**config.mk**
```make
export PLATFORM = sky130hd
export DESIGN_NAME = uart_tx
export DESIGN_NICKNAME = d
export VERILOG_FILES = /design/src/ram_test_pkg.sv /design/src/uart_tx.sv
export SDC_FILE = /design/constraint.sdc
export NUM_CORES = 1
export LEC_CHECK = 0
export ABC_AREA = 1
export BUFFER_PORTS_ARGS = -buffer_cell sky130_fd_sc_hd__buf_2
export CAP_MARGIN = 5
export CORE_MARGIN = 4
export CORE_UTILIZATION = 45
export CTS_CLUSTER_SIZE = 12
export DETAILED_ROUTE_END_ITERATION = 10
export PLACE_DENSITY_LB_ADDON = 0.08
export RECOVER_POWER = 50
export SYNTH_ARGS = -nofsm -noshare
export SYNTH_HDL_FRONTEND = slang
export SYNTH_SLANG_ARGS = --single-unit
```
**constraint.sdc**
```tcl
create_clock -name clk_133MHz_210 -period 2.8 [get_ports clk_133MHz_210]
set_input_delay 0.14 -clock clk_133MHz_210 [delete_from_list [all_inputs] [get_ports clk_133MHz_210]]
set_output_delay 0.14 -clock clk_133MHz_210 [all_outputs]
set_load 0.02 [all_outputs]
```
**src/ram_test_pkg.sv**
```systemverilog
`default_nettype none

package ram_test_pkg;

    //////////////////////////////
    // Memory geometry.
    //////////////////////////////
    localparam int ADDR_W    = 24;  // Bank 2 + row 13 + column 9.
    localparam int WORD_W    = 16;  // One SDRAM word.
    localparam int BURST_LEN = 4;   // Words per burst.
    localparam int ADDR_STEP = 4;   // Next burst starts one burst further on.

    //////////////////////////////
    // Report and UART framing.
    //////////////////////////////
    localparam logic [7:0] ERR_BYTE = 8'hEE;  // Sent in place of a bad word's byte.
    localparam int STOP_BITS  = 2;
    localparam int FRAME_BITS = 11;  // Start + 8 data + 2 stop.

    typedef logic [ADDR_W-1:0] addr_t;
    typedef logic [WORD_W-1:0] word_t;

    // Word 0 sits in the low bits.
    typedef logic [BURST_LEN-1:0][WORD_W-1:0] burst_t;

    // Self-test sequencer states.
    typedef enum logic [2:0] {
        WRITE,      // Burst write, request held until done.
        READ,       // Burst read back.
        REPORT,     // Start one UART frame.
        SEND,       // Frame on the line.
        PAUSE,      // Idle gap between bursts.
        FAIL,       // Mismatch seen, halted.
        FINISHED    // All bursts checked.
    } seq_state_e;

endpackage

`default_nettype wire

```
**src/uart_tx.sv**
```systemverilog
`timescale 1ns/1ns
`default_nettype none

module uart_tx
    import ram_test_pkg::*;
#(
    parameter int BAUD_DIV = 1157  // 133.33 MHz / 115200.
) (
    input  wire       clk_133MHz_210,
    input  wire       rst_n,
    input  wire       tx_start,   // Load and send one byte.
    input  wire [7:0] tx_byte,
    output logic      tx_busy,    // Frame in progress.
    output logic      uart_txd
);

    localparam int BAUD_W = $clog2(BAUD_DIV);
    localparam int BIT_W  = $clog2(FRAME_BITS);

    logic [FRAME_BITS-1:0] frame;     // Bit 0 is on the line.
    logic [BAUD_W-1:0]     baud_cnt;  // Clocks into current bit.
    logic [BIT_W-1:0]      bit_cnt;   // Bit of the frame being sent.

    always_ff @(posedge clk_133MHz_210 or negedge rst_n) begin
        if (!rst_n) begin
            frame    <= '1;                    // Line idles high.
            baud_cnt <= '0;
            bit_cnt  <= '0;
            tx_busy  <= 1'b0;
        end else if (!tx_busy) begin
            if (tx_start) begin
                // Stops, data, start bit at the bottom.
                frame    <= {{STOP_BITS{1'b1}}, tx_byte, 1'b0};
                baud_cnt <= '0;
                bit_cnt  <= '0;
                tx_busy  <= 1'b1;
            end
        end else if (baud_cnt == BAUD_W'(BAUD_DIV - 1)) begin
            baud_cnt <= '0;
            frame    <= {1'b1, frame[FRAME_BITS-1:1]};  // Next bit, fill idle.
            if (bit_cnt == BIT_W'(FRAME_BITS - 1)) begin
                bit_cnt <= '0;
                tx_busy <= 1'b0;                        // Last stop bit done.
            end else begin
                bit_cnt <= bit_cnt + 1'b1;
            end
        end else begin
            baud_cnt <= baud_cnt + 1'b1;
        end
    end

    assign uart_txd = frame[0];

endmodule

`default_nettype wire

```
==> reports/results.tsv, run 1 <==
metric	value	unit
final WL	3086	um
part of the cycle the worst path needs	66.77	%
Final Hold Violating Endpoints	0	
fmax	0.5349	GHz
CTS tree	yes	
DIE WIDTH	66.91	um
Peak VDD IR	0.3290	mV
post-route ant nets	0	
syn_nets	217	
DR iter-0 viols	71	
CP Class	reg2reg	
synthesized area	0.001561	mm2
total CTS buffers	3	
Seq/Total Area, Yosys	40.79	%
drt drc	0	
max_cap viols	0	
Nets	231	
Crit Path Max Fanout	21	
CP Data Required Time	3.08	ns
final core occ	50.43	%
Crit path largest cell delay	0.50	ns
syn_area_per_cell	7.730	um2
DR vias	1275	
endpoints failing setup	0	
# diodes	0	
commonest cells after routing, fill and taps aside	nand2_1 (79), inv_1 (17), nor2_1 (16), dfrtp_1 (16), nand3_1 (15)	
outcome	finished clean	
clock sinks	25	
cells after synthesis	202	
Tmin final	1.870	ns
top post-synthesis cells by area	dfrtp_1 (26%), nand2_1 (19%), dfstp_2 (15%)	
WP buf/inv	2	
Worst Tran Pin Value	1.336	ns
clock edge transition at the registers on the reported setup and hold paths	0.14	ns
Yosys top cell area share	25.64	%
post-CTS sizing	0	
share of layout cells above drive strength 1	21.86	%
initial antenna violation count	0	
commonest non-fill, non-tap cell in the layout	nand2_1	
drt first pass iters	4	
Initial Util	46.79	%
Setup TNS Final	0	ns
Vert. Die Dim	66.91	um
P_leak	0.8462	nW
CP Cell Sequence	buf_4, inv_1, nand2_1, nand2_4, nand2_1, nand2_1	
startpoint types	flip-flop	
max_slew headroom	10.92	%
root buffer cell	clkbuf_4	
CP arrival	2.15	ns
post-DR vias/cell	4.885	
# port buffers	12	
clock latency on the worst-skew pair	0.33	ns
GPL Wtd Cong	0.8332	
crit-path most repeated cell	nand2_1	
core area	0.003337	mm2
first-pass GRT wire length	5761	um
Rows	21	
# IOs	13	
hpwl dp	2206	um
yosys warns	0	
Final Max Tran Viols	0	
Worst Hold Class	in2reg	
aggregate global routing overflow	0	
P&R area growth vs syn	7.772	%
Pwr Density	680.0	mW/mm2
Crit-path slowest cell	nand2_1	
Yosys top cell by area	dfrtp_1	
maximum number of pins on one net before global-route repair	26	
Worst path top cell family by delay	simple AND/OR/NAND/NOR gates	
Wirelength per Cell	11.82	um
RSZ-0062 raised after global routing	false	
Netlist cell types	24	
number of global-route vias before repair	1252	
crit path capture type	flip-flop	
maximum clock path buffer count	2	
clock skew	0.001273	ns
Die ar.	0.004476	mm2
#FFs+latches synth	25	
H-Tree Depth	1	
overall routing resource usage	16.63	%
-- final timing paths --
check                           startpoint           to  slack, ns  cells after the start
max in group asynchronous            rst_n   bit_cnt[2]       1.41                      2
min in group asynchronous            rst_n  baud_cnt[7]       0.61                      2
worst min register to register    frame[8]     frame[8]       0.48                      2
worst min-delay path            tx_byte[2]     frame[3]       0.08                      5
worst max register to register     tx_busy     frame[4]       0.93                      6
worst max-delay path               tx_busy     frame[4]       0.93                      6
-- power by group --
part / switching (mW) / total [mW] / internal (mW)
clock network: 0.116 / 0.170 / 0.0537
logic: 0.201 / 0.358 / 0.157
registers: 0.136 / 0.616 / 0.480
total: 0.453 / 1.14 / 0.691
-- worst register-to-register path, delay by kind of cell (launching register included) --
family | cells | cell delay, ns
buffers and inverters | 2 | 0.50
flip-flops | 1 | 0.38
AND/OR/NAND/NOR | 4 | 0.94
-- cells in the mapped netlist --
library cell	count
a21oi_1	1
nand3_1	15
xor2_1	2
ha_1	4
dfrtp_1	16
nand2_1	79
xnor2_1	3
nor2_1	16
buf_2	1
o21ai_0	8
nor2_4	4
buf_4	1
nand2_4	1
inv_1	17
or2_2	1
o21bai_2	1
dfstp_2	9
clkbuf_1	1
nor2_2	3
nand4_1	4
buf_6	2
nand2_2	1
nand3_4	1
nand3_2	11
-- timing repair --
action / 4_1_cts / 5_1_grt
hold buffers: 1 / 0
endpoints found under the hold margin: 16 / 0
setup buffers: 0 / 0
-- state kept, by name, indices dropped and copies added, names as in the netlist --
| name | count |
|---|---|
| baud_cnt | 11 |
| frame | 9 |
| bit_cnt | 4 |
| tx_busy | 1 |
-- cells by family after synthesis --
logic type / share of synthesized area, %
adders and majority gates: 3.205
and+or+nand+nor: 43.03
buffers and inverters: 6.570
DFF: 40.79
AOI/OAI and AO/OA: 3.606
xor gates and xnor gates: 2.805
-- through the flow --
step	total power, mW	setup slack, ns	instances	hold slack (ns)	cell area (um2)
global route	1.260	0.7422	261	0.06713	1683
CTS	1.164	0.9260	261	0.06336	1685
detailed placement	0.9802	0.9622	256	0.1741	1648
floorplan	0.8868	1.487	202	-0.1556	1562
finish	1.144	0.9304	261	0.08379	1683
global placement	0.9705	0.9955	256	0.1671	1648
-- per-layer routing --
layer,global-route usage [%],wire length (um)
met4,4.557,31
met5,0,0
met2,27.23,1476
met3,2.361,100
met1,22.72,1477
-- layout make-up --
cell class	count	area [um2]
sequential	25	636.9
inverter	17	63.81
timing repair buffer	14	75.07
tap	46	57.56
multi-input combinational	155	822.0
clock buffer	3	22.52
clock inverter	1	5.005
fill	350	1654
Note: power is estimated with default switching activity, not from simulation.
==> inputs of run 2 (changes only) <==
==> constraint.sdc (replaced) <==
create_clock -name clk_133MHz_210 -period 1.6 [get_ports clk_133MHz_210]
set_input_delay 0.08 -clock clk_133MHz_210 [delete_from_list [all_inputs] [get_ports clk_133MHz_210]]
set_output_delay 0.08 -clock clk_133MHz_210 [all_outputs]
set_load 0.02 [all_outputs]
==> run 2 against run 1 <==
Via count up 2.8%. Utilization is 2.2 points higher. Critical path depth is 1 higher. Setup slack worse by 0.77 ns. Global-route usage hardly changed. Sequential cell count did not move. Critical path type unchanged. Critical endpoint is now tx_busy. Largest cell class unchanged.
==> reports/results.tsv, run 2 (synthesis results as in run 1) <==
metric	value	unit
outcome	finished clean	
Rows	21	
hpwl dp	2314	um
FF-to-FF Start	baud_cnt[0]	
Comb pwr share	30.9	%
Tmin final	1.443	ns
total CTS buffers	3	
drt drc	0	
DIE WIDTH	66.91	um
clock power share	14.8	%
CP Class	reg2reg	
Wirelength per Cell	11.71	um
P&R area growth vs syn	12.58	%
CP Data Required Time	1.83	ns
Initial Util	46.79	%
Largest regs	baud_cnt: 11 flops, frame: 9 flops, bit_cnt: 4 flops	
Worst Tran Pin Value	0.6230	ns
commonest cells after routing, fill and taps aside	nand2_1 (79), inv_1 (17), nor2_1 (16), dfrtp_1 (16), nand3_1 (15)	
Setup TNS Final	0	ns
Critical Path Source	baud_cnt[0]	
maximum number of pins on one net before global-route repair	26	
H-Tree Depth	1	
# IOs	13	
drt first pass iters	4	
initial antenna violation count	0	
Nets	241	
crit path capture type	flip-flop	
overall routing resource usage	16.59	%
Worst setup endpoint	tx_busy	
part of the cycle the worst path needs	90.19	%
Worst Hold Class	in2reg	
max_cap viols	0	
final WL	3174	um
Peak VDD IR	0.5345	mV
Vert. Die Dim	66.91	um
# port buffers	12	
clock edge transition at the registers on the reported setup and hold paths	0.14	ns
Crit Path Max Fanout	5	
share of layout cells above drive strength 1	25.33	%
clock sinks	25	
Final Hold Violating Endpoints	0	
worst r2r dst	tx_busy	
number of flip-flops in the largest register	11	
sw frac	39.10	%
number of global-route vias before repair	1252	
endpoints failing setup	0	
Worst Reg-to-Reg Cells	7	
Final Max Tran Viols	0	
Reg power frac	54.2	%
aggregate global routing overflow	0	
Die ar.	0.004476	mm2
first-pass GRT wire length	5644	um
Pwr Total	1.996	mW
post-DR vias/cell	4.838	
fmax	0.6930	GHz
clock skew	0.008770	ns
fillcell total	338	
sequential cell area	636.9	um2
CP arrival	1.67	ns
RSZ-0062 raised after global routing	false	
Psw	0.7805	mW
post-route ant nets	0	
P_leak	0.8906	nW
clock latency on the worst-skew pair	0.33	ns
root buffer cell	clkbuf_4	
max_slew headroom	58.46	%
commonest non-fill, non-tap cell in the layout	nand2_1	
GPL Wtd Cong	0.8244	
most flop-heavy register	baud_cnt	
CTS tree	yes	
internal reg-to-reg setup slack	0.16	ns
maximum clock path buffer count	2	
multi-input combinational cell area	822.0	um2
post-CTS sizing	0	
DR vias	1311	
Pwr Density	1136	mW/mm2
DR iter-0 viols	58	
internal power	1.216	mW
core area	0.003337	mm2
startpoint types	flip-flop	
# diodes	0	
## run 2: changes by cell type in the layout (fill, tap and decap cells not counted)
cell | before | now
buf_4 | 1 | 11
clkbuf_2 | 0 | 1
clkinv_2 | 1 | 0
## run 2: how the worst min path moves through the flow
stage / start / endpoint / slack, ns / cells past startpoint
global route: tx_byte[4] / frame[5] / 0.05 / 5
CTS: tx_byte[3] / frame[4] / 0.02 / 5
detailed placement: rst_n / baud_cnt[7] / 0.11 / 1
global placement: rst_n / baud_cnt[8] / 0.10 / 1
finish: tx_byte[2] / frame[3] / 0.03 / 5
floorplan: rst_n / baud_cnt[0] / -0.22 / 0
## run 2: routing by layer
| metal | up-vias | wire length, um | GRT usage (%) |
|---|---|---|---|
| met1 | 609 | 1570 | 23.15 |
| met5 | - | 0 | 0 |
| li1 | 680 | - | - |
| met4 | 0 | 80 | 9.114 |
| met2 | 15 | 1440 | 24.38 |
| met3 | 7 | 82 | 2.361 |
## run 2: what timing repair did
action	CTS	global route
endpoints found under the setup margin	0	9
hold buffers	1	0
buffers inserted	0	6
endpoints found under the hold margin	16	0
## run 2: final cells by class
type	instances	share of cell area, %
inverters	17	3.630
clock buffers	4	1.495
well taps	46	3.274
repair buffers	24	8.612
multi-input cells	155	46.76
flip-flops and latches	25	36.23
## run 2: critical path, cell delays in order (launching register included)
cell	delay, ns
dfrtp_1	0.44
inv_1	0.09
ha_1	0.14
nand2_1	0.08
nor2_4	0.16
nand3_2	0.15
nor2_2	0.18
a21oi_1	0.10
## run 2: metrics by stage
stage	instance area (um2)	hold slack (ns)	setup slack, ns	util, %	cells
2_1_floorplan	1562	-0.2156	0.2872	-	202
6_report	1758	0.02595	0.1570	52.68	271
4_1_cts	1714	0.02062	0.07021	51.37	265
5_1_grt	1758	0.04961	0.04332	52.68	271
3_5_place_dp	1678	0.1079	0.1073	50.28	260
3_3_place_gp	1678	0.1010	0.1393	50.28	260
## run 2: power by group through the flow
stage,Clock [mW],Combinational (mW),Sequential (mW)
3_5_place_dp,0,0.626,1.09
3_3_place_gp,0,0.612,1.08
4_1_cts,0.304,0.631,1.08
6_report,0.296,0.617,1.08
2_1_floorplan,0,0.507,1.04
5_1_grt,0.327,0.742,1.11
